===== config.mk =====
export PLATFORM = sky130hd
export DESIGN_NAME = gray_convert
export DESIGN_NICKNAME = d
export VERILOG_FILES = /design/src/logic/video_pkg.sv /design/src/logic/gray_convert.sv
export SDC_FILE = /design/constraint.sdc
export NUM_CORES = 1
export LEC_CHECK = 0
export ABC_CLOCK_PERIOD_IN_PS = 8300
export BUFFER_PORTS_ARGS = -buffer_cell sky130_fd_sc_hd__buf_2
export CAP_MARGIN = 40
export CORE_MARGIN = 2
export CORE_UTILIZATION = 56
export DETAILED_ROUTE_END_ITERATION = 10
export PLACE_DENSITY = 0.9
export SLEW_MARGIN = 20
export SYNTH_ARGS = -nofsm -noshare
export SYNTH_HDL_FRONTEND = slang
export SYNTH_SLANG_ARGS = --single-unit

===== constraint.sdc =====
create_clock -name vtc_vs_out -period 8.3 [get_ports vtc_vs_out]
set_clock_uncertainty 0.1 [all_clocks]
set_input_delay 2.49 -clock vtc_vs_out [delete_from_list [all_inputs] [get_ports vtc_vs_out]]
set_output_delay 2.49 -clock vtc_vs_out [all_outputs]
set_load 0.01 [all_outputs]

===== src/logic/video_pkg.sv =====
// video path types and luma weights shared by capture, gray and test model
package video_pkg;

    // rgb565 colour fields, red in the top bits
    typedef struct packed {
        logic [4:0] red;
        logic [5:0] green;
        logic [4:0] blue;
    } rgb565_t;

    // byte view of the same word
    typedef struct packed {
        logic [7:0] hi;    // first byte on the bus
        logic [7:0] lo;    // second byte
    } cam_bytes_t;

    // one camera word, filled by bytes and read as colour
    typedef union packed {
        rgb565_t    rgb;
        cam_bytes_t bytes;
    } cam_word_u;

    // capture stage output beat, 18 bits
    typedef struct packed {
        logic      valid;    // one cycle per pixel
        logic      sol;      // first pixel after href rise
        cam_word_u word;
    } cam_pix_t;

    // gray stage output beat, 10 bits
    typedef struct packed {
        logic       valid;
        logic       sol;
        logic [7:0] gray;
    } gray_pix_t;

    // luma weights, sum is 256 so the result is taken from bits 15:8
    localparam logic [7:0] GRAY_R_W = 8'd77;
    localparam logic [7:0] GRAY_G_W = 8'd150;
    localparam logic [7:0] GRAY_B_W = 8'd29;

endpackage


===== src/logic/gray_convert.sv =====
// rgb565 to 8-bit gray, channel widening and weighted luma sum, one register stage
`timescale 1ns/1ps

module gray_convert import video_pkg::*; (
    input  logic      vtc_vs_out,
    input  logic      i_reset,
    input  cam_pix_t  i_pix,
    output gray_pix_t o_gray
);

    logic [7:0]  red8;        // channels widened to 8 bits
    logic [7:0]  grn8;
    logic [7:0]  blu8;
    logic [15:0] luma_sum;    // max 255 * 256, fits
    logic        gray_valid;
    logic        gray_sol;
    logic [7:0]  gray_q;

    // top bits repeated into the empty lsbs so full scale maps to 8'hff
    assign red8 = {i_pix.word.rgb.red, i_pix.word.rgb.red[4:2]};
    assign grn8 = {i_pix.word.rgb.green, i_pix.word.rgb.green[5:4]};
    assign blu8 = {i_pix.word.rgb.blue, i_pix.word.rgb.blue[4:2]};

    assign luma_sum = 16'(red8) * 16'(GRAY_R_W)
                    + 16'(grn8) * 16'(GRAY_G_W)
                    + 16'(blu8) * 16'(GRAY_B_W);

    // strobes ride along with the data
    always_ff @(posedge vtc_vs_out) begin
        if (i_reset) begin
            gray_valid <= 1'b0;
            gray_sol   <= 1'b0;
        end else begin
            gray_valid <= i_pix.valid;
            gray_sol   <= i_pix.sol;
        end
    end

    always_ff @(posedge vtc_vs_out) begin
        gray_q <= luma_sum[15:8];    // >> 8
    end

    assign o_gray = '{valid: gray_valid, sol: gray_sol, gray: gray_q};

endmodule


==> flow_summary.ini <==
[outcome]
status = finished, final reports clean

[sta]
setup_tns_ns = 0
rsz0062_at_grt = false
fin_crit_ns = 8.08
hold_viol_final = 0
slew_violations = 0
fin_crit_sh_pct = 97.3
fmax_mhz = 124
tightestPinTransition_ns = 0.368
slew_headroom_pct = 75.2
setup_viol = 0

[floorplanning]
start_util_pct = 58.2
ioPinCount = 30
core_sq_um = 5540
dieArea_sq_um = 6380
die_x_um = 79.9
die_y_um = 79.9
rows = 27

[cells_and_area]
n_antenna_cell = 0
final_util_pct = 64.3
drive_gt1_share_pct = 12.5
num-nets-final = 517
areaGrowthSynthToFinish_pct = 10.4

[detailed_routing]
finalWirelength_mm = 6.15
drc = 0
wl_per_cell_um = 14.3
firstDrtPassIters = 6
vias = 2326
antenna_left = 0
drtIter0Drc = 63
vias_per_cell = 5.40

[grt]
grt_overflow_total = 0
grt_max_degree = 9
grt_usage_pct = 20.7
grt_pass1_wl_mm = 10.3
grt_pass1_vias = 2470
antenna_found_initial = 0

[clock_tree]
cts_sinks = 10
cts_tree = built
htreeDepth = 1
cts_buffers = 3
path_clk_slew_ns = 0.05
cts-root-buf = clkbuf_8
clockBufferDepth = 2

[hold_path]
min_path_type = primary input to flip-flop

[yosys]
yosys-top-cells-count = inv_1, ha_1, fa_1
yosysTopAreaCell = fa_1
yosys.cell_types.count = 31
synthSimpleGateAreaFrac_pct = 5.93
yosys_most_used_dff = dfxtp_1
async_reset_ff_share_pct = 0
synth_area_sq_um = 3230
synth_seq_area_share_pct = 6.21
synthMuxAreaShare_pct = 0
ys_top_cells_by_area = fa_1, ha_1, inv_1
synthCells = 323
synth_most_common_cell = inv_1
avgSynthCellArea_sq_um = 9.99
ys_ff_latch = 10
ys_warn_count = 0
synth_top_family_by_area = adder cells
synth.top_cell.area_share_pct = 33.5
synth_compound_area_share_pct = 7.06
synth_nets = 480
synthAdderAreaFrac_pct = 65.7
synth-xor-area-share_pct = 4.62
synth_enable_flop_cells = 0

[place]
place_hpwl_mm = 5.46
globalplace.congestion = 0.857
io_buffers = 29

[setup_path]
crit_path_frequent_cell = fa_1
critPathMaxStageDelay_ns = 0.57
crit_path_top_delay_cell = fa_1
cp_cell_sequence = buf_2 > ha_1 > ha_1 > inv_1 > fa_1 > inv_1 > fa_1 > ha_4 > xnor2_2 > fa_1 > fa_1 > inv_1 > fa_1 > fa_1 > inv_1 > ha_1 > nor2b_1 > o21ai_1 > nand3b_1 > a221o_1 > xnor2_1
endpoint_kind = flip-flop
cp-start-kind = primary input
critPathMaxFanout = 4
required_ns = 8.33
worstPathArrival_ns = 8.11
worstSetupPathType = primary input to flip-flop

[run]
cap_violations = 0
-- layer usage --
layer | vias up | part of all wire, % | GRT usage (%)
met5 | - | 0 | 0
met4 | 0 | 0.80 | 4.41
met3 | 6 | 5.6 | 4.98
met2 | 48 | 54 | 37.8
met1 | 1165 | 39 | 24.6
li1 | 1107 | - | -
-- critical path: cells and delay by family --
kind,cells,cell delay (ns)
AND/OR/NAND/NOR,2,0.29
adder cells (fa/ha/maj),10,4.22
AO/OA/AOI/OAI,2,0.53
buffers and inverters,5,0.30
XOR/XNOR,2,0.28
-- layout make-up --
type,instances,area (sq um)
Clock buffer,4,55.1
Fill cell,420,1980
Inverter,86,323
Multi-Input combinational cell,225,2710
Sequential cell,10,200
Tap cell,72,90.1
Timing Repair Buffer,34,183
-- timing repair --
item	CTS	global route
hold buffers	0	0
buffers inserted	0	0
gates resized for setup	0	3
endpoints found under the setup margin	0	3
-- placed cells by master (no fill, tap or decap), types with 6 or more instances in the layout --
cell	count
inv_1	86
ha_1	82
fa_1	54
buf_2	29
a21oi_1	12
xnor2_1	10
dfxtp_1	10
nand2_1	6
xor2_1	6
-- kinds of logic (layout without fill, tap and decap cells) --
group / Yosys count / after routing
AOI/OAI and AO/OA: 36 / 36
xor gates and xnor gates: 17 / 17
adders and majority gates: 137 / 137
buffers and inverters: 88 / 124
DFF: 10 / 10
and+or+nand+nor: 35 / 35
-- worst paths after layout --
| kind | start | endpoint | slack (ns) | depth (start not counted) |
|---|---|---|---|---|
| hold / removal | i_reset | gray_sol | 2.32 | 2 |
| setup / recovery | i_pix[7] | gray_q[7] | 0.22 | 21 |
-- flip-flops by register name, indices dropped and copies added (netlist names) --
name and cells:
gray_sol 1, gray_valid 1, gray_q 8
-- stage by stage --
stage / std cells / worst slack, ns / instance area [sq um] / hold WS, ns
after global routing: 431 / 0.0176 / 3560 / 2.32
after detailed placement: 427 / -0.125 / 3480 / 2.57
final: 431 / 0.221 / 3560 / 2.32
after global placement: 427 / 0.0444 / 3480 / 2.56
after floorplan: 323 / 0.215 / 3230 / 2.46
after CTS: 431 / 0.130 / 3540 / 2.32
Power is left out: the tool's default activity adds up to more than one toggle a clock period on the data nets, which glitch-free logic cannot reach.
