<file path="src/logic/video_timing.sv">
// display raster timing, line buffer read request, gray output and frame LED
`timescale 1ns/1ps

module video_timing #(
    parameter int H_DISP  = 640,
    parameter int H_FRONT = 16,
    parameter int H_SYNC  = 96,
    parameter int H_BACK  = 48,
    parameter int V_DISP  = 480,
    parameter int V_FRONT = 10,
    parameter int V_SYNC  = 2,
    parameter int V_BACK  = 33,
    parameter int LINE_AW = 10
) (
    input  logic               vtc_vs_out,
    input  logic               i_reset,
    input  logic [7:0]         i_rd_gray,
    output logic               o_rd_req,
    output logic [LINE_AW-1:0] o_rd_col,
    output logic               o_hs,
    output logic               o_vs,
    output logic               o_de,
    output logic [7:0]         o_gray,
    output logic               o_frame_led
);

    localparam int H_TOTAL = H_DISP + H_FRONT + H_SYNC + H_BACK;
    localparam int V_TOTAL = V_DISP + V_FRONT + V_SYNC + V_BACK;
    localparam int HW      = $clog2(H_TOTAL);
    localparam int VW      = $clog2(V_TOTAL);

    logic [HW-1:0] h_cnt;      // pixel within line, active first
    logic [VW-1:0] v_cnt;      // line within frame
    logic          h_last;
    logic          v_last;
    logic          act;        // counters sit on an active pixel
    logic          hs_next;
    logic          vs_next;
    logic          de_q;
    logic          hs_q;
    logic          vs_q;
    logic [4:0]    frame_cnt;  // vs pulses since reset

    assign h_last = (h_cnt == HW'(H_TOTAL - 1));
    assign v_last = (v_cnt == VW'(V_TOTAL - 1));

    // raster counters: active, front porch, sync, back porch
    always_ff @(posedge vtc_vs_out) begin
        if (i_reset) begin
            h_cnt <= '0;
            v_cnt <= '0;
        end else if (h_last) begin
            h_cnt <= '0;
            v_cnt <= v_last ? '0 : v_cnt + 1'b1;
        end else begin
            h_cnt <= h_cnt + 1'b1;
        end
    end

    assign act     = (h_cnt < HW'(H_DISP)) && (v_cnt < VW'(V_DISP));
    assign hs_next = (h_cnt >= HW'(H_DISP + H_FRONT))
                  && (h_cnt < HW'(H_DISP + H_FRONT + H_SYNC));
    assign vs_next = (v_cnt >= VW'(V_DISP + V_FRONT))
                  && (v_cnt < VW'(V_DISP + V_FRONT + V_SYNC));

    // request leads the displayed pixel by one cycle, RAM latency fills the gap
    assign o_rd_req = act;
    assign o_rd_col = LINE_AW'(h_cnt);

    // syncs delayed by the same cycle as de so all stay aligned
    always_ff @(posedge vtc_vs_out) begin
        if (i_reset) begin
            de_q      <= 1'b0;
            hs_q      <= 1'b0;
            vs_q      <= 1'b0;
            frame_cnt <= '0;
        end else begin
            de_q <= act;
            hs_q <= hs_next;
            vs_q <= vs_next;
            if (vs_next && !vs_q) frame_cnt <= frame_cnt + 1'b1;    // vs rising
        end
    end

    assign o_de        = de_q;
    assign o_hs        = hs_q;
    assign o_vs        = vs_q;
    assign o_gray      = de_q ? i_rd_gray : 8'h00;    // black in blanking
    assign o_frame_led = frame_cnt[4];                // toggles every 16 frames

endmodule

</file>
<file path="config.mk">
export PLATFORM = sky130hd
export DESIGN_NAME = video_timing
export DESIGN_NICKNAME = d
export VERILOG_FILES = /design/src/logic/video_timing.sv
export SDC_FILE = /design/constraint.sdc
export NUM_CORES = 1
export LEC_CHECK = 0
export BUFFER_PORTS_ARGS = -buffer_cell sky130_fd_sc_hd__clkbuf_2
export CORE_MARGIN = 4
export CORE_UTILIZATION = 55
export CTS_CLUSTER_DIAMETER = 80
export DETAILED_ROUTE_END_ITERATION = 8
export PLACE_DENSITY = 0.89
export SLEW_MARGIN = 30
export SYNTH_ARGS = -nofsm -noshare
export SYNTH_HDL_FRONTEND = slang
export SYNTH_SLANG_ARGS = --single-unit
</file>
<file path="constraint.sdc">
create_clock -name vtc_vs_out -period 2.9 [get_ports vtc_vs_out]
set_input_delay 0.145 -clock vtc_vs_out [delete_from_list [all_inputs] [get_ports vtc_vs_out]]
set_output_delay 0.145 -clock vtc_vs_out [all_outputs]
set_load 0.05 [all_outputs]
</file>
==> run_results.csv <==
group,metric,value,unit
setup_path,r2r_end,"v_cnt[7]",
synthesis,syn-instance-count,157,
cts,ctsResizeCount,0,
timing,clock.fmax,479,MHz
floorplanning,die_w,58.0,um
synthesis,syn-num-nets,172,
setup_path,path_delay_family,"simple AND/OR/NAND/NOR gates",
setup_path,cp-end-kind,"flop",
synthesis,synth_flop_cell,"dfxtp_1",
pwr,power.total,721,uW
floorplanning,die_area,3360,um^2
global_route,antenna_found_initial,0,
cts,cts_tree,"built",
placed_design,dp_hpwl,2300,um
setup_path,r2r_slack,0.81,ns
global_route,grt.total_usage,0.201,
layout,drive_gt1_frac,0.214,
cts,clock-sinks,28,
setup_path,crit_slowest_cell,"or4_1",
synthesis,syn-cell-area,1370,um^2
timing,slew_violations,0,
setup_path,required,3.16,ns
setup_path,rr_worst_depth,5,
cts,clk_pin_slew,0.15,ns
cts,post_cts_buffers,0,
routing,drc,0,
routing,wl,3050,um
layout,diodes,0,
setup_path,max_stage_delay,0.59,ns
run,max_cap_viol_count,0,
synthesis,synth_edf_count,0,
hold_path,hold_path_startpoint,"i_reset",
setup_path,arrival,2.35,ns
hold_path,min_to,"v_cnt[3]",
timing,rsz0062_at_grt,"false",
hold_path,whs_path_depth,2,
setup_path,worstSetupStartpointType,"flop",
pwr,peakVddDrop,0.353,mV
timing,relSlewSlack,0.646,
floorplanning,pin_count,33,
cts,clk_latency,0.33,ns
pwr,p_per_area,452,nW/um^2
synthesis,syn_avg_cell_area,8.74,um^2
synthesis,synth_area_leaders,"dfxtp_1 (41%), ha_1 (4.6%), and2_1 (4.1%), nor2_1 (4.1%), a21oi_1 (4.0%)",
global_route,grt_max_degree,19,
global_route,grt_pass1_wl,5350,um
routing,wire_per_inst,14.2,um
cts,numCtsBuffers,3,
timing,post-route-period-util,0.720,
synthesis,yosysTopAreaCell,"dfxtp_1",
setup_path,crit_fanout,18,
routing,drtPass1Iterations,4,
setup_path,critPathKind,"reg2reg",
routing,dr.first_iter.drc_count,45,
timing,worst_slew_pin_slew,0.529,ns
cts,root_buffer,"clkbuf_4",
routing,drtAntennaViolNets,0,
floorplanning,die_y,58.0,um
routing,vias_per_cell,5.87,
floorplanning,core_region_area,2300,um^2
floorplanning,initial_core_util,0.597,
run_status,status,"finished, final reports clean",
layout,nets,203,
setup_path,cp_num_cells,5,
layout,syn_to_final_growth,16.2,%
floorplanning,fp-row-count,17,
cts,htreeDepth,1,
synthesis,yosysTopAreaCellShare,0.408,
timing,clock_skew,0.0124,ns
pwr,power.leakage,0.645,nW
synthesis,yosysWarnings,0,
timing,finalSetupViolations,0,
synthesis,yosysSeqAreaShare,0.408,
setup_path,r2r-start,"o_rd_col[0]",
synthesis,synth_cell_types,37,
placed_design,gp_congestion,0.777,
timing,final-hold-violation-count,0,
cts,cts_hold_buffers,0,
global_route,grt.overflow.total,0,
setup_path,cp_num_buf_inv,0,
synthesis,ys_ff_latch,28,
hold_path,hp-class,"in2reg",
synthesis,synthArstFlopShare,0,
cts,clockBufferDepth,2,
global_route,grt_pass1_vias,1248,
timing,setup_tns,0,ns
setup_path,cp_cell_sequence,"ha_1, and3_1, nand4_2, or4_1, a21oi_1",
placed_design,port_buffers,32,
routing,route.vias.total,1261,
timing,post-route-min-period,2.09,ns
## layer usage
| layer | vias to the layer above | share of wire | track usage |
|---|---|---|---|
| met5 | - | 0 | 0 |
| met4 | 0 | 0.025 | 0.0795 |
| met3 | 9 | 0.075 | 0.0290 |
| met2 | 55 | 0.48 | 0.358 |
| met1 | 582 | 0.42 | 0.241 |
| li1 | 615 | - | - |
## cell usage after synthesis, types with 3 or more instances
| library cell | count |
|---|---|
| nor2_1 | 15 |
| nor4_1 | 3 |
| nand3_1 | 7 |
| or3_1 | 5 |
| xor2_1 | 6 |
| nand4_1 | 5 |
| and2_1 | 9 |
| clkbuf_1 | 4 |
| nand2_1 | 7 |
| and3_1 | 6 |
| inv_1 | 7 |
| o21ai_0 | 7 |
| ha_1 | 5 |
| dfxtp_1 | 28 |
| xnor2_1 | 3 |
| o31ai_1 | 3 |
| a21oi_1 | 11 |
## through the flow
step | std cells | hold WS (ns) | utilization | worst slack, ns | instance area [um^2]
4_1_cts | 215 | 0.191 | 0.694 | 0.795 | 1600
3_3_place_gp | 211 | 0.461 | 0.672 | 1.02 | 1540
6_report | 215 | 0.204 | 0.694 | 0.812 | 1600
5_1_grt | 215 | 0.236 | 0.694 | 0.572 | 1600
2_1_floorplan | 157 | 0.433 | - | 0.771 | 1370
3_5_place_dp | 211 | 0.494 | 0.672 | 0.824 | 1540
## placed cells by master, fill, tap and decap left out, types with 5 or more instances in the layout
cell / instances
a21oi_1: 11
and2_1: 9
and3_1: 6
clkbuf_2: 32
dfxtp_1: 28
ha_1: 5
inv_1: 7
nand2_1: 7
nand3_1: 7
nand4_1: 5
nor2_1: 15
o21ai_0: 7
or3_1: 5
xor2_1: 6
## how the worst max path moves through the flow
| stage | end | startpoint |
|---|---|---|
| floorplan | v_cnt[2] | o_rd_col[0] |
| global placement | v_cnt[7] | o_rd_col[0] |
| detailed placement | v_cnt[7] | o_rd_col[0] |
| CTS | v_cnt[7] | o_rd_col[0] |
| global route | v_cnt[5] | o_rd_col[0] |
| finish | v_cnt[7] | o_rd_col[0] |
## kinds of logic (layout without fill, tap and decap cells)
logic type	after synthesis	count (layout)	synth area share
and+or+nand+nor	75	75	0.332
DFF	28	28	0.408
AOI/OAI and AO/OA	25	25	0.104
buffers and inverters	13	43	0.0374
xor gates and xnor gates	9	9	0.0574
adders and majority gates	5	5	0.0456
muxes	2	2	0.0155
## sequential cells by signal, indices dropped and copies added (netlist names)
signal and flops:
o_hs 1, o_vs 1, frame_cnt 5, o_rd_col 10, o_de 1, v_cnt 10
## worst reg2reg max path, delay by kind of cell, from the launching register on
family / cells / cell delay (ns)
AOI/OAI and AO/OA: 1 / 0.16
adders and majority gates: 1 / 0.21
DFF: 1 / 0.45
and+or+nand+nor: 3 / 1.22
## area by class of cell
class                   count  area [um^2]
clock buffers               3         22.5
flip-flops and latches     28          561
fillers                   190          702
well taps                  28         35.0
clock inverters             1         30.0
repair buffers             32          160
multi-input cells         116          761
inverters                   7         26.3
## power breakdown
| group | leakage (nW) | switching, mW | internal (mW) |
|---|---|---|---|
| clock | 0.0279 | 0.115 | 0.140 |
| combinational | 0.391 | 0.0534 | 0.0183 |
| sequential | 0.226 | 0.00553 | 0.389 |
| total | 0.645 | 0.174 | 0.547 |
(Power assumes the default switching activity.)
