File: config.mk
export PLATFORM = sky130hd
export DESIGN_NAME = cam_capture
export DESIGN_NICKNAME = d
export VERILOG_FILES = /design/src/logic/video_pkg.sv /design/src/logic/cam_capture.sv
export SDC_FILE = /design/constraint.sdc
export NUM_CORES = 1
export LEC_CHECK = 0
export BUFFER_PORTS_ARGS = -buffer_cell sky130_fd_sc_hd__buf_2
export CAP_MARGIN = 20
export CORE_MARGIN = 1
export CORE_UTILIZATION = 46
export CTS_CLUSTER_SIZE = 8
export DETAILED_ROUTE_END_ITERATION = 16
export PLACE_DENSITY = 0.74
export SETUP_SLACK_MARGIN = 0.2
export SLEW_MARGIN = 30
export SYNTH_ARGS = -nofsm -noshare
export SYNTH_HDL_FRONTEND = slang
export SYNTH_SLANG_ARGS = --single-unit
File: constraint.sdc
create_clock -name vtc_vs_out -period 1.5 [get_ports vtc_vs_out]
set_input_delay 0.15 -clock vtc_vs_out [delete_from_list [all_inputs] [get_ports vtc_vs_out]]
set_output_delay 0.15 -clock vtc_vs_out [all_outputs]
set_load 0.005 [all_outputs]
File: src/logic/video_pkg.sv
// video path types and luma weights shared by capture, gray and test model
package video_pkg;

    // rgb565 colour fields, red in the top bits
    typedef struct packed {
        logic [4:0] red;
        logic [5:0] green;
        logic [4:0] blue;
    } rgb565_t;

    // byte view of the same word
    typedef struct packed {
        logic [7:0] hi;    // first byte on the bus
        logic [7:0] lo;    // second byte
    } cam_bytes_t;

    // one camera word, filled by bytes and read as colour
    typedef union packed {
        rgb565_t    rgb;
        cam_bytes_t bytes;
    } cam_word_u;

    // capture stage output beat, 18 bits
    typedef struct packed {
        logic      valid;    // one cycle per pixel
        logic      sol;      // first pixel after href rise
        cam_word_u word;
    } cam_pix_t;

    // gray stage output beat, 10 bits
    typedef struct packed {
        logic       valid;
        logic       sol;
        logic [7:0] gray;
    } gray_pix_t;

    // luma weights, sum is 256 so the result is taken from bits 15:8
    localparam logic [7:0] GRAY_R_W = 8'd77;
    localparam logic [7:0] GRAY_G_W = 8'd150;
    localparam logic [7:0] GRAY_B_W = 8'd29;

endpackage

File: src/logic/cam_capture.sv
// camera byte capture, pairs bytes into rgb565 words while href is high
`timescale 1ns/1ps

module cam_capture import video_pkg::*; (
    input  logic       vtc_vs_out,
    input  logic       i_reset,
    input  logic       i_cam_href,     // line valid level
    input  logic       i_cam_vsync,    // bytes ignored while high
    input  logic [7:0] i_cam_data,
    output cam_pix_t   o_pix
);

    logic       href_q;     // sampled camera controls
    logic       vsync_q;
    logic [7:0] data_q;     // sampled camera byte
    logic       byte_ok;    // sampled byte belongs to a line
    logic       byte_ph;    // 0 = expecting high byte
    logic       first_pix;  // next pixel opens the line
    logic       pix_valid;
    logic       pix_sol;
    cam_word_u  pix_word;

    assign byte_ok = href_q & ~vsync_q;

    // input sampling stage, pixel logic works one cycle behind the pins
    always_ff @(posedge vtc_vs_out) begin
        if (i_reset) begin
            href_q  <= 1'b0;
            vsync_q <= 1'b0;
        end else begin
            href_q  <= i_cam_href;
            vsync_q <= i_cam_vsync;
        end
    end

    always_ff @(posedge vtc_vs_out) begin
        data_q <= i_cam_data;
    end

    // byte phase and pixel strobe
    always_ff @(posedge vtc_vs_out) begin
        if (i_reset) begin
            byte_ph   <= 1'b0;
            first_pix <= 1'b1;
            pix_valid <= 1'b0;
            pix_sol   <= 1'b0;
        end else begin
            pix_valid <= 1'b0;    // strobe, one cycle only
            pix_sol   <= 1'b0;
            if (!href_q) begin
                byte_ph   <= 1'b0;    // phase restarts between lines, odd byte lost
                first_pix <= 1'b1;
            end else if (byte_ok) begin
                byte_ph <= ~byte_ph;
                if (byte_ph) begin    // low byte completes the pair
                    pix_valid <= 1'b1;
                    pix_sol   <= first_pix;
                    first_pix <= 1'b0;
                end
            end
        end
    end

    // word assembly in the byte view
    always_ff @(posedge vtc_vs_out) begin
        if (byte_ok) begin
            if (!byte_ph) pix_word.bytes.hi <= data_q;
            else          pix_word.bytes.lo <= data_q;
        end
    end

    assign o_pix = '{valid: pix_valid, sol: pix_sol, word: pix_word};

endmodule

==> impl_metrics.yaml, run 1 <==
setup_path:
  required_ps: 1520
  cp_cell_sequence: "nor2b_1 -> and2_2"
  worstPathArrival_ps: 1230
  regToRegSetupSlack_ps: 290
  rr_worst_depth: 2
  reg2reg_to: "pix_word[6]"
  max_stage_delay_ps: 380
  crit_type: "register to register"
  cp_max_fo: 8
  crit_path_end_kind: "register"
  cp-start-kind: "register"
  cp_slowest_cell: "dfxtp_1"
  r2r_start: "byte_ph"
yosys:
  yosysUniqueCellTypes: 10
  synth_area_um2: 860.8
  syn_inst: 44
  yosys_warnings: 0
  syn_nets: 56
  synth_seq_cells: 30
  syn_area_per_cell_um2: 19.56
  yosysSeqAreaShare: 0.8837
placement:
  dp.cells: 97
  gp_congestion: 0.6514
  dpl.hpwl_um: 815.4
  port_buffers: 29
floorplanning:
  dieArea_mm2: 0.002048
  io_pins: 30
  fp.dieW_um: 45.26
  core_area_mm2: 0.001745
  die-height_um: 45.26
  start_util: 0.4932
  num_rows: 15
route:
  wl_per_cell_um: 11.52
  drt-pass1-iter-count: 4
  drc: 0
  vias: 478
  vias_per_cell: 4.230
  antenna_left: 0
  dr.first_iter.drc_count: 6
  routed_wl_mm: 1.302
sta:
  hold_viol: 0
  period_minus_slack_ps: 1208
  fmax_mhz: 828.0
  fin_skew_ps: 9.081
  rsz0062_at_grt: "false"
  relSlewSlack: 0.8644
  worst_pin_slew_ps: 203.0
  timing.setup.tns_ps: 0
  setup_viol: 0
  period_share: 0.8052
  finalMaxSlewViolations: 0
pwr:
  p_sw_frac: 0.2074
  power_density_mw_per_mm2: 1234
  p_comb_frac: 0.040
  clockPowerShare: 0.340
  total_leakage_power_nw: 0.5000
  max-vdd-ir-drop_v: 0.0009208
  p_total_w: 0.001456
  internal_power_w: 0.001154
  p_switching_w: 0.0003020
  seq_power_share: 0.620
cells_and_area:
  syn2layout_area_growth_pct: 37.06
  fin_nets: 99
  num-fill-cells: 137
  drive_gt1_frac: 0.4659
  diodes: 0
  fin_cells: 113
grt:
  grt_max_degree: 11
  grt_pass1_wl_mm: 1.849
  grt_pass1_vias: 421
  grt_antenna_before_repair: 0
  grt_overflow: 0
  track_usage: 0.1532
flow_run:
  cap_violations: 0
clocking:
  htree_levels: 2
  numClockSinks: 30
  cts.clk_slew.worst_paths_ps: 100
  root_buffer: "clkbuf_4"
  numCtsBuffers: 5
  post_cts_buffers: 0
  cts_tree: "yes"
  cts_buffer_depth: 2
  clk_latency_ps: 320
worst_hold_path:
  hold_end: "href_q"
  holdCritStartpoint: "i_reset"
  hp-class: "input port to register"
  hold_depth: 2
run_status:
  status: "finished, final reports clean"
==> synthesized netlist by cell type <==
cell type | instances | area share
edfxtp_1 | 16 | 0.56
dfxtp_1 | 14 | 0.33
nor2b_1 | 5 | 0.036
and2_1 | 2 | 0.015
buf_4 | 2 | 0.017
and4bb_1 | 1 | 0.015
inv_1 | 1 | 0.0044
nor3b_1 | 1 | 0.0087
nor3b_2 | 1 | 0.015
o21ai_0 | 1 | 0.0058
==> per-layer routing <==
| layer | track usage | up-vias | wire length [um] |
|---|---|---|---|
| li1 | - | 238 | - |
| met1 | 0.1526 | 207 | 530 |
| met2 | 0.2116 | 28 | 612 |
| met3 | 0.1120 | 5 | 111 |
| met4 | 0.1273 | 0 | 47 |
| met5 | 0 | - | 0 |
==> cell families after synthesis <==
| kind of cell | count (synthesis) | share of synthesized area |
|---|---|---|
| AO/OA/AOI/OAI | 1 | 0.005808 |
| buffers and inverters | 3 | 0.02179 |
| flip-flops | 30 | 0.8837 |
| AND/OR/NAND/NOR | 10 | 0.08866 |
==> registers in the layout, indices dropped and copies added, names as in the netlist <==
name	cells
href_q	1
pix_word	16
data_q	8
vsync_q	1
pix_sol	1
first_pix	1
pix_valid	1
byte_ph	1
==> layout make-up <==
| type | instances | area [um2] | share of cell area |
|---|---|---|---|
| timing repair buffer | 38 | 232.7 | 0.1972 |
| sequential | 30 | 760.7 | 0.6448 |
| clock buffer | 6 | 51.30 | 0.04348 |
| clock inverter | 2 | 12.51 | 0.01060 |
| tap | 25 | 31.28 | 0.02651 |
| multi-input combinational | 11 | 87.58 | 0.07423 |
| inverter | 1 | 3.754 | 0.003181 |
==> placed cells by master, fill, tap and decap left out, types with 2 or more instances in the layout <==
| cell | count |
|---|---|
| buf_2 | 29 |
| clkbuf_4 | 5 |
| dfxtp_1 | 14 |
| dlygate4sd3_1 | 8 |
| edfxtp_1 | 16 |
| nor2b_1 | 5 |
| nor3b_2 | 2 |
==> worst max-delay path by stage <==
stage | start | end | cells past startpoint
after detailed placement | byte_ph | pix_word[0] | 2
after global routing | byte_ph | pix_word[6] | 2
final | byte_ph | pix_word[6] | 2
after floorplan | byte_ph | pix_word[0] | 2
after CTS | byte_ph | pix_word[6] | 2
after global placement | byte_ph | pix_word[0] | 2
==> timing repair <==
| item | CTS | global route |
|---|---|---|
| endpoints found under the hold margin | 8 | 0 |
| resized for setup | 1 | 0 |
| endpoints found under the setup margin | 8 | 0 |
| hold buffers | 8 | 0 |
==> stage by stage <==
| step | area, um2 | worst slack, ps | hold slack, ps | utilization |
|---|---|---|---|---|
| 4_1_cts | 1180 | 280.6 | 11.29 | 0.6760 |
| 3_5_place_dp | 1035 | 174.0 | 254.6 | 0.5928 |
| 2_1_floorplan | 865.8 | 318.7 | 177.7 | - |
| 3_3_place_gp | 1035 | 224.2 | 252.1 | 0.5928 |
| 5_1_grt | 1180 | 216.1 | 8.229 | 0.6760 |
| 6_report | 1180 | 292.2 | 19.04 | 0.6760 |
==> critical path: cells and delay by family (launching register included) <==
family,cells,cell delay [ps]
DFF,1,380
and+or+nand+nor,2,540
==> power groups by stage <==
stage | Sequential [W] | Clock, W | Combinational (W)
2_1_floorplan | 0.000920 | 0 | 0.0000127
3_3_place_gp | 0.000920 | 0 | 0.0000399
3_5_place_dp | 0.000922 | 0 | 0.0000416
4_1_cts | 0.000903 | 0.000510 | 0.0000580
5_1_grt | 0.000906 | 0.000549 | 0.0000634
6_report | 0.000902 | 0.000495 | 0.0000581
(Power assumes the default switching activity.)
==> run 2, diff against run 1 <==
ABC_AREA = 1   (was not set)
CORE_UTILIZATION = 42   (was 46)
PLACE_DENSITY = 0.71   (was 0.74)
clock period = 1.05 ns   (was 1.5 ns; I/O delays follow)
==> run 2 against run 1 <==
  * Final cell count increased by 17%
  * Largest power group unchanged
  * Largest cell class unchanged
  * Design area rose by 8.3%
  * Non-clock buffer count is 5 higher
  * Sequential share of layout area is 4.3 points lower
==> impl_metrics.yaml, run 2 <==
run_status:
  status: "finished, final reports clean"
yosys:
  synth_top_area_frac: 0.5486
  synth_top_area_cell: "edfxtp_1"
  synthTopCellsByArea: "edfxtp_1, dfxtp_1, nor2_2, inv_1, nand2_1"
  yosys-top-cells-count: "edfxtp_1, dfxtp_1, inv_1, nand2_1, nor2_2"
  synth_edf_count: 16
  synth-async-reset-ratio: 0
  syn_inst: 55
  yosysMostFrequentCell: "edfxtp_1"
  syn_area_per_cell_um2: 15.92
  synth_seq_cells: 30
  synthFlopType: "edfxtp_1"
  synth_area_um2: 875.8
  yosys_warnings: 0
  syn_nets: 67
  yosysUniqueCellTypes: 9
  yosysSeqAreaShare: 0.8686
cells_and_area:
  drive_gt1_frac: 0.5048
  layout_common_cells: "buf_2, edfxtp_1, dlygate4sd3_1, dfxtp_1"
  layout_commonest_cell: "buf_2"
  largest_reg_flops: 16
  syn2layout_area_growth_pct: 45.86
  fin_cells: 132
  fin_nets: 116
  diodes: 0
  num-fill-cells: 171
  reg_top3: "pix_word (16), data_q (8)"
  largest-register: "pix_word"
route:
  drt-pass1-iter-count: 2
  vias: 527
  vias_per_cell: 3.992
  routed_wl_mm: 1.246
  antenna_left: 0
  wl_per_cell_um: 9.439
  dr.first_iter.drc_count: 2
  drc: 0
grt:
  grt_max_degree: 10
  grt_pass1_wl_mm: 1.835
  grt_antenna_before_repair: 0
  track_usage: 0.1364
  grt_overflow: 0
  grt_pass1_vias: 453
sta:
  hold_viol: 0
  fin_skew_ps: 7.115
  period_minus_slack_ps: 1004
  period_share: 0.9560
  rsz0062_at_grt: "true"
  finalMaxSlewViolations: 0
  timing.setup.tns_ps: 0
  worst_pin_slew_ps: 258.8
  fmax_mhz: 996.3
  setup_viol: 0
  relSlewSlack: 0.8271
  worst_slack_ps: 46.24
placement:
  dp.cells: 109
  dpl.hpwl_um: 803.9
  gp_congestion: 0.7328
  pre_cts_slack_ps: 21.84
  port_buffers: 29
floorplanning:
  die-height_um: 47.67
  core_area_mm2: 0.001962
  io_pins: 30
  start_util: 0.4464
  dieArea_mm2: 0.002272
  num_rows: 16
  fp.dieW_um: 47.67
clocking:
  cts_tree: "yes"
  numCtsBuffers: 5
  htree_levels: 2
  cts.clk_slew.worst_paths_ps: 90
  root_buffer: "clkbuf_4"
  clk_latency_ps: 310
  numClockSinks: 30
  cts_buffer_depth: 2
worst_hold_path:
  hp-class: "input port to register"
  hold_end: "data_q[5]"
  holdCritStartpoint: "i_cam_data[5]"
  hold_depth: 2
setup_path:
  required_ps: 1080
  reg2reg_to: "pix_word[5]"
  r2r_start: "vsync_q"
  cp_max_fo: 4
  rr_worst_depth: 4
  worstPathArrival_ps: 1030
  crit_type: "register to register"
  cp-start-kind: "register"
  regToRegSetupSlack_ps: 50
  crit_path_end_kind: "register"
pwr:
  total_leakage_power_nw: 0.5569
  p_total_w: 0.002057
  power_density_mw_per_mm2: 1610
  max-vdd-ir-drop_v: 0.001022
flow_run:
  cap_violations: 0
==> run 2: power by group <==
group	internal [W]	switching [W]	total, W
registers	0.00127	0.0000164	0.00129
logic	0.0000642	0.0000441	0.000108
clock network	0.000324	0.000336	0.000660
==> run 2: area by class of cell <==
cell class,instances,area [um2],area share
flip-flops and latches,30,768.2,0.6014
multi-input cells,17,105.1,0.08227
repair buffers,43,284.0,0.2223
well taps,27,33.78,0.02644
clock buffers,7,55.05,0.04309
clock inverters,1,5.005,0.003918
inverters,7,26.28,0.02057
==> run 2: logic make-up after synthesis <==
logic type | count (synthesis) | synth area share
and+or+nand+nor | 16 | 0.08427
buffers and inverters | 9 | 0.04713
DFF | 30 | 0.8686
==> run 2: how the worst max path moves through the flow <==
stage | from | to | depth (start not counted)
2_1_floorplan | vsync_q | pix_word[0] | 3
3_3_place_gp | vsync_q | pix_word[6] | 3
3_5_place_dp | vsync_q | pix_word[0] | 3
4_1_cts | byte_ph | pix_word[1] | 2
5_1_grt | vsync_q | pix_word[14] | 3
6_report | vsync_q | pix_word[5] | 4
==> run 2: critical path, stage by stage, from the launching register on <==
cell and delay [ps]:
dfxtp_2 330, inv_2 70, nand2_4 70, buf_4 140
nor2_4 120
==> run 2: timing repair <==
item | in CTS | in global routing
gates resized for setup | 0 | 4
pin swaps | 1 | 0
setup buffers | 2 | 1
endpoints found under the setup margin | 33 | 35
hold buffers | 11 | 0
endpoints found under the hold margin | 10 | 0
gates cloned | 0 | 1
==> run 2: through the flow <==
step / utilization / hold slack [ps] / cell area (um2)
final: 0.6511 / 420.2 / 1277
after global routing: 0.6511 / 393.4 / 1277
after CTS: 0.6365 / 408.5 / 1249
after detailed placement: 0.5421 / 209.0 / 1064
after global placement: 0.5421 / 208.0 / 1064
after floorplan: - / 132.7 / 899.6
==> run 2: per-layer routing <==
metal,vias up,part of all wire,global-route usage
li1,273,-,-
met1,223,0.36,0.1163
met2,27,0.52,0.2247
met3,4,0.098,0.1019
met4,0,0.017,0.08333
met5,-,0,0
